===== config.mk =====
export PLATFORM = sky130hd
export DESIGN_NAME = fetch_top
export DESIGN_NICKNAME = d
export VERILOG_FILES = /design/src/fetch_pkg.sv /design/src/fetch_pc_unit.sv /design/src/icache_tag_store.sv /design/src/icache_data_store.sv /design/src/icache_refill.sv /design/src/icache.sv /design/src/fetch_top.sv
export SDC_FILE = /design/constraint.sdc
export NUM_CORES = 2
export LEC_CHECK = 0
export BUFFER_PORTS_ARGS = -buffer_cell sky130_fd_sc_hd__buf_2
export CORE_MARGIN = 1
export CORE_UTILIZATION = 50
export CTS_CLUSTER_DIAMETER = 100
export DETAILED_ROUTE_END_ITERATION = 12
export PLACE_DENSITY = 0.63
export SYNTH_ARGS = -nofsm -noshare
export SYNTH_HDL_FRONTEND = slang
export SYNTH_SLANG_ARGS = --single-unit

===== constraint.sdc =====
create_clock -name clock -period 13.45 [get_ports clock]
set_input_delay 1.345 -clock clock [delete_from_list [all_inputs] [get_ports clock]]
set_output_delay 1.345 -clock clock [all_outputs]
set_load 0.1 [all_outputs]

===== src/fetch_pkg.sv =====
package fetch_pkg;

    // ----------------------------------------
    // Basic types
    // ----------------------------------------
    typedef logic [31:0] addr_t;
    typedef logic [31:0] inst_t;

    // AXI read response codes
    typedef enum logic [1:0] {
        resp_okay   = 2'b00,
        resp_exokay = 2'b01,
        resp_slverr = 2'b10,
        resp_decerr = 2'b11
    } axi_resp_e;

    // Cache control FSM
    typedef enum logic [2:0] {
        cs_idle,
        cs_lookup,
        cs_refill,
        cs_respond,
        cs_drain
    } cache_state_e;

    // Refill burst engine
    typedef enum logic [1:0] {
        rs_idle,
        rs_address,
        rs_data
    } refill_state_e;

    localparam addr_t default_reset_pc   = 32'h3000_0000;
    localparam int    default_line_words = 4;
    localparam int    default_set_count  = 16;

endpackage


===== src/fetch_pc_unit.sv =====
`timescale 1ns/1ps

module fetch_pc_unit #(
    parameter fetch_pkg::addr_t reset_pc = fetch_pkg::default_reset_pc
) (
    input  logic             clock,
    input  logic             reset,
    input  logic             redirect_valid,
    input  fetch_pkg::addr_t redirect_pc,
    input  logic             fetch_ready,
    output logic             fetch_valid,
    output fetch_pkg::addr_t fetch_pc,
    output fetch_pkg::inst_t fetch_inst,
    output logic             fetch_fault,
    output logic             lookup_req,
    output fetch_pkg::addr_t lookup_pc,
    output logic             flush,
    input  logic             lookup_done,
    input  fetch_pkg::inst_t lookup_inst,
    input  logic             lookup_fault,
    input  logic             cache_idle
);
    import fetch_pkg::*;

    addr_t pc;
    logic  need_q;
    logic  busy_q;
    logic  accept;
    logic  take_done;
    logic  want;
    logic  issue;

    assign accept    = fetch_valid && fetch_ready;
    // A response that lines up with a redirect belongs to the old path
    assign take_done = lookup_done && busy_q && !redirect_valid;
    assign flush     = redirect_valid;
    assign lookup_pc = pc;

    // Hold off while a lookup sent last cycle is still being taken by the cache
    assign want  = need_q || accept || redirect_valid;
    assign issue = want && cache_idle && !(lookup_req && !redirect_valid);

    always_ff @(posedge clock or posedge reset) begin
        if (reset) begin
            pc <= reset_pc;
        end else if (redirect_valid) begin
            pc <= redirect_pc;
        end else if (accept) begin
            pc <= pc + 32'd4;
        end
    end

    // ----------------------------------------
    // Lookup sequencing
    // ----------------------------------------
    always_ff @(posedge clock or posedge reset) begin
        if (reset) begin
            need_q     <= 1'b1;
            lookup_req <= 1'b0;
            busy_q     <= 1'b0;
        end else begin
            lookup_req <= issue;
            need_q     <= want && !issue;
            if (redirect_valid) begin
                busy_q <= 1'b0;
            end else if (lookup_req) begin
                busy_q <= 1'b1;
            end else if (lookup_done) begin
                busy_q <= 1'b0;
            end
        end
    end

    // Decode output register
    always_ff @(posedge clock or posedge reset) begin
        if (reset) begin
            fetch_valid <= 1'b0;
        end else if (redirect_valid) begin
            fetch_valid <= 1'b0;
        end else if (take_done) begin
            fetch_valid <= 1'b1;
        end else if (accept) begin
            fetch_valid <= 1'b0;
        end
    end

    always_ff @(posedge clock) begin
        if (take_done) begin
            fetch_pc    <= pc;
            fetch_inst  <= lookup_inst;
            fetch_fault <= lookup_fault;
        end
    end

endmodule


===== src/icache_tag_store.sv =====
`timescale 1ns/1ps

module icache_tag_store #(
    parameter  int line_words = fetch_pkg::default_line_words,
    parameter  int set_count  = fetch_pkg::default_set_count,
    localparam int index_bits = $clog2(set_count),
    localparam int tag_bits   = 30 - $clog2(line_words) - index_bits
) (
    input  logic                  clock,
    input  logic                  reset,
    input  logic [index_bits-1:0] read_index,
    input  logic [tag_bits-1:0]   read_tag,
    output logic                  tag_hit,
    input  logic                  write_en,
    input  logic                  write_valid,
    input  logic [index_bits-1:0] write_index,
    input  logic [tag_bits-1:0]   write_tag,
    input  logic                  clear
);

    logic [set_count-1:0] valid_bits;
    logic [tag_bits-1:0]  tag_mem [set_count];
    logic                 valid_q;
    logic [tag_bits-1:0]  stored_q;
    logic [tag_bits-1:0]  compare_q;

    // Flash clear wins over a write in the same cycle
    always_ff @(posedge clock or posedge reset) begin
        if (reset) begin
            valid_bits <= '0;
        end else if (clear) begin
            valid_bits <= '0;
        end else if (write_en) begin
            valid_bits[write_index] <= write_valid;
        end
    end

    always_ff @(posedge clock) begin
        if (write_en) begin
            tag_mem[write_index] <= write_tag;
        end
    end

    // Registered read
    always_ff @(posedge clock or posedge reset) begin
        if (reset) begin
            valid_q <= 1'b0;
        end else begin
            valid_q <= valid_bits[read_index];
        end
    end

    always_ff @(posedge clock) begin
        stored_q  <= tag_mem[read_index];
        compare_q <= read_tag;
    end

    assign tag_hit = valid_q && (stored_q == compare_q);

endmodule


===== src/icache_data_store.sv =====
`timescale 1ns/1ps

module icache_data_store #(
    parameter  int line_words = fetch_pkg::default_line_words,
    parameter  int set_count  = fetch_pkg::default_set_count,
    localparam int index_bits = $clog2(set_count),
    localparam int word_bits  = $clog2(line_words)
) (
    input  logic                  clock,
    input  logic [index_bits-1:0] read_index,
    input  logic [word_bits-1:0]  read_word,
    output fetch_pkg::inst_t      word_data,
    input  logic                  write_en,
    input  logic [index_bits-1:0] write_index,
    input  logic [word_bits-1:0]  write_word,
    input  fetch_pkg::inst_t      write_data
);
    import fetch_pkg::*;

    inst_t line_mem [set_count*line_words];
    logic  same_word;

    // One word per refill beat
    always_ff @(posedge clock) begin
        if (write_en) begin
            line_mem[{write_index, write_word}] <= write_data;
        end
    end

    assign same_word = write_en && (write_index == read_index) && (write_word == read_word);

    // Registered read, passes the beat being written straight through
    always_ff @(posedge clock) begin
        if (same_word) begin
            word_data <= write_data;
        end else begin
            word_data <= line_mem[{read_index, read_word}];
        end
    end

endmodule


===== src/icache_refill.sv =====
`timescale 1ns/1ps

module icache_refill #(
    parameter  int line_words = fetch_pkg::default_line_words,
    localparam int word_bits  = $clog2(line_words)
) (
    input  logic                 clock,
    input  logic                 reset,
    input  logic                 refill_start,
    input  fetch_pkg::addr_t     refill_addr,
    output logic                 arvalid,
    input  logic                 arready,
    output fetch_pkg::addr_t     araddr,
    input  logic                 rvalid,
    input  fetch_pkg::inst_t     rdata,
    input  fetch_pkg::axi_resp_e rresp,
    input  logic                 rlast,
    output logic                 beat_write,
    output logic [word_bits-1:0] beat_word,
    output fetch_pkg::inst_t     beat_data,
    output logic                 refill_done,
    output logic                 refill_error
);
    import fetch_pkg::*;

    localparam int line_lsb = word_bits + 2;

    refill_state_e        state;
    addr_t                addr_q;
    logic [word_bits-1:0] beat_count;
    logic                 error_q;
    logic                 beat_bad;

    // ----------------------------------------
    // Burst FSM
    // ----------------------------------------
    always_ff @(posedge clock or posedge reset) begin
        if (reset) begin
            state <= rs_idle;
        end else begin
            case (state)
                rs_idle: begin
                    if (refill_start) begin
                        state <= rs_address;
                    end
                end
                rs_address: begin
                    if (arready) begin
                        state <= rs_data;
                    end
                end
                rs_data: begin
                    // Memory returns exactly one line, rlast closes it
                    if (rvalid && rlast) begin
                        state <= rs_idle;
                    end
                end
                default: begin
                    state <= rs_idle;
                end
            endcase
        end
    end

    // Line-aligned burst address
    always_ff @(posedge clock) begin
        if ((state == rs_idle) && refill_start) begin
            addr_q <= {refill_addr[31:line_lsb], {line_lsb{1'b0}}};
        end
    end

    assign beat_bad = (rresp != resp_okay);

    // Beat counter and sticky error
    always_ff @(posedge clock or posedge reset) begin
        if (reset) begin
            beat_count <= '0;
            error_q    <= 1'b0;
        end else if ((state == rs_address) && arready) begin
            beat_count <= '0;
            error_q    <= 1'b0;
        end else if ((state == rs_data) && rvalid) begin
            beat_count <= beat_count + 1'b1;
            error_q    <= error_q || beat_bad;
        end
    end

    assign arvalid      = (state == rs_address);
    assign araddr       = addr_q;
    assign beat_write   = (state == rs_data) && rvalid;
    assign beat_word    = beat_count;
    assign beat_data    = rdata;
    assign refill_done  = beat_write && rlast;
    // Include the last beat's own response
    assign refill_error = error_q || beat_bad;

endmodule


===== src/icache.sv =====
`timescale 1ns/1ps

module icache #(
    parameter int line_words = fetch_pkg::default_line_words,
    parameter int set_count  = fetch_pkg::default_set_count
) (
    input  logic                 clock,
    input  logic                 reset,
    input  logic                 lookup_req,
    input  fetch_pkg::addr_t     lookup_pc,
    input  logic                 flush,
    input  logic                 fence_i,
    output logic                 lookup_done,
    output fetch_pkg::inst_t     lookup_inst,
    output logic                 lookup_fault,
    output logic                 cache_idle,
    output logic                 arvalid,
    input  logic                 arready,
    output fetch_pkg::addr_t     araddr,
    input  logic                 rvalid,
    input  fetch_pkg::inst_t     rdata,
    input  fetch_pkg::axi_resp_e rresp,
    input  logic                 rlast
);
    import fetch_pkg::*;

    localparam int word_bits  = $clog2(line_words);
    localparam int index_bits = $clog2(set_count);
    localparam int line_lsb   = word_bits + 2;
    localparam int tag_lsb    = line_lsb + index_bits;

    cache_state_e         state;
    addr_t                pc_q;
    addr_t                read_addr;
    addr_t                refill_addr;
    logic                 resp_fault_q;
    logic                 tag_hit;
    logic                 tag_mark;
    inst_t                word_data;
    logic                 refill_start;
    logic                 refill_done;
    logic                 refill_error;
    logic                 beat_write;
    logic [word_bits-1:0] beat_word;
    inst_t                beat_data;

    // Stores follow the incoming PC only while idle
    assign read_addr    = (state == cs_idle) ? lookup_pc : pc_q;
    assign refill_start = (state == cs_lookup) && !flush && !tag_hit;
    assign refill_addr  = {pc_q[31:line_lsb], {line_lsb{1'b0}}};
    assign tag_mark     = (state == cs_refill) && refill_done && !refill_error
                          && !flush && !fence_i;

    assign cache_idle   = (state == cs_idle);
    assign lookup_done  = (state == cs_respond) && !flush;
    assign lookup_fault = resp_fault_q;
    assign lookup_inst  = resp_fault_q ? '0 : word_data;

    always_ff @(posedge clock) begin
        if ((state == cs_idle) && lookup_req) begin
            pc_q <= lookup_pc;
        end
    end

    // ----------------------------------------
    // Control FSM
    // ----------------------------------------
    always_ff @(posedge clock or posedge reset) begin
        if (reset) begin
            state        <= cs_idle;
            resp_fault_q <= 1'b0;
        end else begin
            case (state)
                cs_idle: begin
                    if (lookup_req && !flush) begin
                        state <= cs_lookup;
                    end
                end
                cs_lookup: begin
                    if (flush) begin
                        state <= cs_idle;
                    end else if (tag_hit) begin
                        resp_fault_q <= 1'b0;
                        state        <= cs_respond;
                    end else begin
                        state <= cs_refill;
                    end
                end
                cs_refill: begin
                    // Burst keeps running to rlast, answer is dropped
                    if (flush || fence_i) begin
                        state <= refill_done ? cs_idle : cs_drain;
                    end else if (refill_done) begin
                        resp_fault_q <= refill_error;
                        state        <= cs_respond;
                    end
                end
                cs_drain: begin
                    if (refill_done) begin
                        state <= cs_idle;
                    end
                end
                default: begin
                    state <= cs_idle;
                end
            endcase
        end
    end

    // Set is invalid while its line is rewritten
    icache_tag_store #(
        .line_words(line_words),
        .set_count (set_count)
    ) tag_store_i (
        .clock      (clock),
        .reset      (reset),
        .read_index (read_addr[tag_lsb-1:line_lsb]),
        .read_tag   (read_addr[31:tag_lsb]),
        .tag_hit    (tag_hit),
        .write_en   (refill_start || tag_mark),
        .write_valid(tag_mark),
        .write_index(pc_q[tag_lsb-1:line_lsb]),
        .write_tag  (pc_q[31:tag_lsb]),
        .clear      (fence_i)
    );

    icache_data_store #(
        .line_words(line_words),
        .set_count (set_count)
    ) data_store_i (
        .clock      (clock),
        .read_index (read_addr[tag_lsb-1:line_lsb]),
        .read_word  (read_addr[line_lsb-1:2]),
        .word_data  (word_data),
        .write_en   (beat_write),
        .write_index(pc_q[tag_lsb-1:line_lsb]),
        .write_word (beat_word),
        .write_data (beat_data)
    );

    icache_refill #(
        .line_words(line_words)
    ) refill_i (
        .clock       (clock),
        .reset       (reset),
        .refill_start(refill_start),
        .refill_addr (refill_addr),
        .arvalid     (arvalid),
        .arready     (arready),
        .araddr      (araddr),
        .rvalid      (rvalid),
        .rdata       (rdata),
        .rresp       (rresp),
        .rlast       (rlast),
        .beat_write  (beat_write),
        .beat_word   (beat_word),
        .beat_data   (beat_data),
        .refill_done (refill_done),
        .refill_error(refill_error)
    );

endmodule


===== src/fetch_top.sv =====
`timescale 1ns/1ps

module fetch_top #(
    parameter fetch_pkg::addr_t reset_pc   = fetch_pkg::default_reset_pc,
    parameter int               line_words = fetch_pkg::default_line_words,
    parameter int               set_count  = fetch_pkg::default_set_count
) (
    input  logic                 clock,
    input  logic                 reset,
    input  logic                 redirect_valid,
    input  fetch_pkg::addr_t     redirect_pc,
    input  logic                 fence_i,
    input  logic                 fetch_ready,
    output logic                 fetch_valid,
    output fetch_pkg::addr_t     fetch_pc,
    output fetch_pkg::inst_t     fetch_inst,
    output logic                 fetch_fault,
    output logic                 arvalid,
    input  logic                 arready,
    output fetch_pkg::addr_t     araddr,
    input  logic                 rvalid,
    input  fetch_pkg::inst_t     rdata,
    input  fetch_pkg::axi_resp_e rresp,
    input  logic                 rlast
);
    import fetch_pkg::*;

    // PC unit to cache
    logic  lookup_req;
    addr_t lookup_pc;
    logic  flush;
    logic  lookup_done;
    inst_t lookup_inst;
    logic  lookup_fault;
    logic  cache_idle;

    fetch_pc_unit #(
        .reset_pc(reset_pc)
    ) pc_unit_i (
        .clock         (clock),
        .reset         (reset),
        .redirect_valid(redirect_valid),
        .redirect_pc   (redirect_pc),
        .fetch_ready   (fetch_ready),
        .fetch_valid   (fetch_valid),
        .fetch_pc      (fetch_pc),
        .fetch_inst    (fetch_inst),
        .fetch_fault   (fetch_fault),
        .lookup_req    (lookup_req),
        .lookup_pc     (lookup_pc),
        .flush         (flush),
        .lookup_done   (lookup_done),
        .lookup_inst   (lookup_inst),
        .lookup_fault  (lookup_fault),
        .cache_idle    (cache_idle)
    );

    icache #(
        .line_words(line_words),
        .set_count (set_count)
    ) icache_i (
        .clock       (clock),
        .reset       (reset),
        .lookup_req  (lookup_req),
        .lookup_pc   (lookup_pc),
        .flush       (flush),
        .fence_i     (fence_i),
        .lookup_done (lookup_done),
        .lookup_inst (lookup_inst),
        .lookup_fault(lookup_fault),
        .cache_idle  (cache_idle),
        .arvalid     (arvalid),
        .arready     (arready),
        .araddr      (araddr),
        .rvalid      (rvalid),
        .rdata       (rdata),
        .rresp       (rresp),
        .rlast       (rlast)
    );

endmodule


==> results.txt <==
Dividing the detail-routed wire length by the instance count gives 34.44 µm. The endpoint of the most critical setup path is pc_unit_i.fetch_inst[30]. On the worst path, the slowest cell contributes a delay of 0.87 ns.

The initial antenna violation count came out at 24. The count of endpoints failing setup in the final report came out at 0. The cell sitting at the root of the clock tree is a clkbuf_16.

The count of vias placed by the detailed router was 52580; the boundary pin count was 173. For the final database, setup skew stands at 0.05081 ns. For this run, the register share of the synthesized area comes to 77.47%. The run finished with clean final reports. The critical-path cell with the highest stage delay is dfxtp_4.

Synthesis-to-finish area growth: 12.99%. The cell seen most often among critical-path stages is buf_4. Fraction of final layout cells with drive strength greater than 1: 24.78%.

In this run the mean area of a mapped cell was 20.38 µm². Headroom to the max-slew limit came out at 3.100%. The placed instances occupy a cell area of 107000 µm². During placement, the flow inserted port buffers numbering 168. The tool flagged a number of max-cap violations equal to 0.

TritonCTS built the clock tree. In this run the worst hold path is classified as reg -> reg. The tools report the number of pins with negative max-slew slack in the final report as 0. Among all flip-flop cells after synthesis, the most frequent one is edfxtp_1.

The total clock buffers created by CTS was 288; the initial cell density of the core was 50.48%. The longest clock path from root to sink contains 4 buffers. For the static leakage, the log shows 37.27 nW. The placement row count is 165.

The worst setup path is captured at a flip-flop. After detailed routing, the number of vias per cell comes to 6.373. Cells fill 57.04% of the core in the end. The synthesized design contains 2671 register bits. For this run, the number of Yosys warnings is 0. Entering global routing, the biggest net connects 104 pins. STA puts the critical path data arrival time at 5.53 ns. The count of nets left with antenna violations once routing finished came out at 0. In this run the critical register-to-register path is captured at pc_unit_i.fetch_inst[30]. The vertical die dimension came out at 454.7 µm. After detailed routing, the number of remaining DRC violations is 0. The critical path in this run is classified as reg -> reg.

In the global route stage, overall resource usage came out at 27.69%. In this run, post-CTS repair resized a total of 0 instances. The run gives 0 as the final number of hold-violating endpoints.

The via count of the first global-routing pass was 51790. After synthesis, the largest area contributor takes up 74.89% of total cell area. Counting buffers and inverters, the worst setup path is 8 cells deep.

The final clock period utilization by the worst path was 36.36%; the standard cell core area was 202900 µm². The run gives 5 as the total iterations of the first detailed-routing run. The tools report the kind of launch point of the worst setup path as a flip-flop. At the end of the flow, the number of nets in the layout was 5454. For the worst setup path, the data required time is 14.09 ns.

The worst path in the final design needs a cycle of 4.891 ns, including I/O delays and setup. The global-route wire length before repair was 397.5 mm; the transition time at the pin with the least slew margin was 1.454 ns. The commonest cells after synthesis are 2555 x edfxtp_1, 515 x mux4_2, 385 x nand2_1.

Sorting the synthesized cells by area gives the leading types as edfxtp_1 75%, mux4_2 11%, mux2i_1 2.9%, dfrtp_1 1.4%, nand2_1 1.4%. The critical path goes through buf_12, buf_4, buf_4, mux4_2, a22oi_1, a21oi_1, o21ai_0, nand2_1. The number of buffers added for setup after CTS is 0, and the register-to-register setup slack is 8.56 ns. The final HPWL from detailed placement was 151.7 mm; the setup total negative slack was 0 ns. The most repeated cell in the gate-level netlist after synthesis was edfxtp_1. The logs give 7269 for the DRC violation total after the first TritonRoute iteration and 69 for the number of distinct library cell variants in the gate-level netlist after synthesis. For the detailed-route wire length, the log shows 284.2 mm. Across the VDD grid, the largest voltage drop is 0.1623 mV. Setup repair after global routing left no endpoint under its margin. Synthesis produced 5026 cells. Clock-pin slew was measured on the worst setup and hold paths at 0.06 ns. Summed over all instances, the cell type with the most area after synthesis is edfxtp_1. The die area came out at 206700 µm². The clock drives 2671 sinks. At the later pin of the worst-skew pair, clock insertion delay measures 0.94 ns.

In this run the horizontal extent of the chip is 454.7 µm. For this run, the top clock speed supported by timing is 204.5 MHz. In this design, the largest share of critical-path delay is due to buffers and inverters. Routability-driven placement finished with a final weighted congestion of 0.8080. Counting cells, the worst reg-to-reg path comes to 8. The H-tree depth reported by CTS was 5; the summed instance area of the synthesized netlist was 102400 µm². For this run the aggregate overflow at the end of global routing stands at 0. The number of hold buffers added after CTS was 0. The largest fanout on the critical path works out to 96. The number of synthesized flops with an enable pin was 2555; the cell area after layout was 115700 µm². The power density normalized to cell area is 202.7 nW/µm², and the total buffers and inverters traversed by the critical path is 3. Fraction of synthesis flops using an asynchronous set or reset pin: 2.321%.
[how the worst min path moves through the flow]
stage	slack, ns	to	start	depth (start not counted)
global placement	0.43	pc_unit_i.fetch_pc[0]	pc_unit_i.lookup_pc[0]	0
detailed placement	0.43	pc_unit_i.fetch_pc[0]	pc_unit_i.lookup_pc[0]	0
finish	0.44	pc_unit_i.fetch_pc[0]	pc_unit_i.lookup_pc[0]	0
CTS	0.45	pc_unit_i.fetch_pc[0]	pc_unit_i.lookup_pc[0]	0
floorplan	0.42	pc_unit_i.fetch_pc[0]	pc_unit_i.lookup_pc[0]	0
global route	0.47	pc_unit_i.fetch_pc[0]	pc_unit_i.lookup_pc[0]	0
[power breakdown]
part           switching (W)  internal [W]
Combinational        0.00375       0.00240
Clock                0.00314       0.00434
Sequential          0.000326       0.00951
[through the flow]
| stage | power, W | hold WS (ns) | worst slack [ns] | instances |
|---|---|---|---|---|
| 2_1_floorplan | 0.01407 | 0.4211 | 6.492 | 5029 |
| 3_3_place_gp | 0.01612 | 0.4251 | 8.388 | 7761 |
| 3_5_place_dp | 0.01615 | 0.4336 | 8.374 | 7761 |
| 4_1_cts | 0.02356 | 0.4461 | 8.353 | 8244 |
| 5_1_grt | 0.02421 | 0.4729 | 8.100 | 8247 |
| 6_report | 0.02346 | 0.4426 | 8.559 | 8251 |
[cells by family (layout without fill, tap and decap cells)]
logic type,Yosys count,after routing,synth area share [%]
xor+xnor,53,53,0.4531
mux,859,859,14.74
flops,2671,2671,77.47
compound gates,332,332,2.178
other cells,1,11,0.003660
simple gates,822,822,3.576
fa+ha+maj,1,1,0.01221
buf+inv,287,830,1.577
[cell usage in the layout (no fill, tap or decap), types with 19 or more instances in the layout]
| master | netlist | layout |
|---|---|---|
| nand2_1 | 385 | 385 |
| clkinv_1 | 1 | 53 |
| nor2_1 | 141 | 65 |
| clkbuf_1 | 79 | 55 |
| nand3_1 | 144 | 144 |
| xnor2_1 | 41 | 41 |
| o21ai_0 | 62 | 62 |
| buf_4 | 79 | 156 |
| clkbuf_16 | 0 | 296 |
| nand4_1 | 42 | 42 |
| a32oi_1 | 20 | 20 |
| nor2_4 | 0 | 69 |
| mux2i_1 | 301 | 300 |
| nor2b_1 | 19 | 19 |
| mux4_2 | 515 | 515 |
| a21oi_1 | 59 | 59 |
| edfxtp_1 | 2555 | 2555 |
| a211oi_1 | 23 | 23 |
| mux2_2 | 43 | 42 |
| dfrtp_1 | 59 | 59 |
| a22oi_1 | 70 | 70 |
| clkinv_2 | 0 | 41 |
| buf_2 | 73 | 168 |
| dfxtp_1 | 54 | 48 |
[state kept, by name, summed over array words and instances, names as in the netlist, 24 cells and up, named ones only]
signal,flops
pc_unit_i.fetch_inst,32
icache_i.tag_store_i.tag_mem,384
icache_i.refill_i.araddr,28
icache_i.tag_store_i.stored_q,24
icache_i.tag_store_i.compare_q,24
icache_i.data_store_i.line_mem,2048
pc_unit_i.lookup_pc,32
pc_unit_i.fetch_pc,32
icache_i.pc_q,30
[metal layers]
layer | up-vias | routed length [µm] | GRT usage (%)
met2 | 2716 | 136700 | 44.11
met1 | 28140 | 110900 | 38.46
met4 | 10 | 10140 | 9.354
met3 | 513 | 26310 | 5.502
met5 | - | 75 | 0
li1 | 21200 | - | -
[layout make-up]
| type | instances | area [µm²] |
|---|---|---|
| Clock inverter | 124 | 1008 |
| Timing Repair Buffer | 327 | 2072 |
| Sequential cell | 2671 | 79380 |
| Clock buffer | 359 | 7724 |
| Fill cell | 14870 | 87190 |
| Tap cell | 2672 | 3343 |
| Inverter | 20 | 78.83 |
| Antenna cell | 7 | 17.52 |
| Multi-Input combinational cell | 2071 | 22130 |
Power figures use the tool's default switching activity.
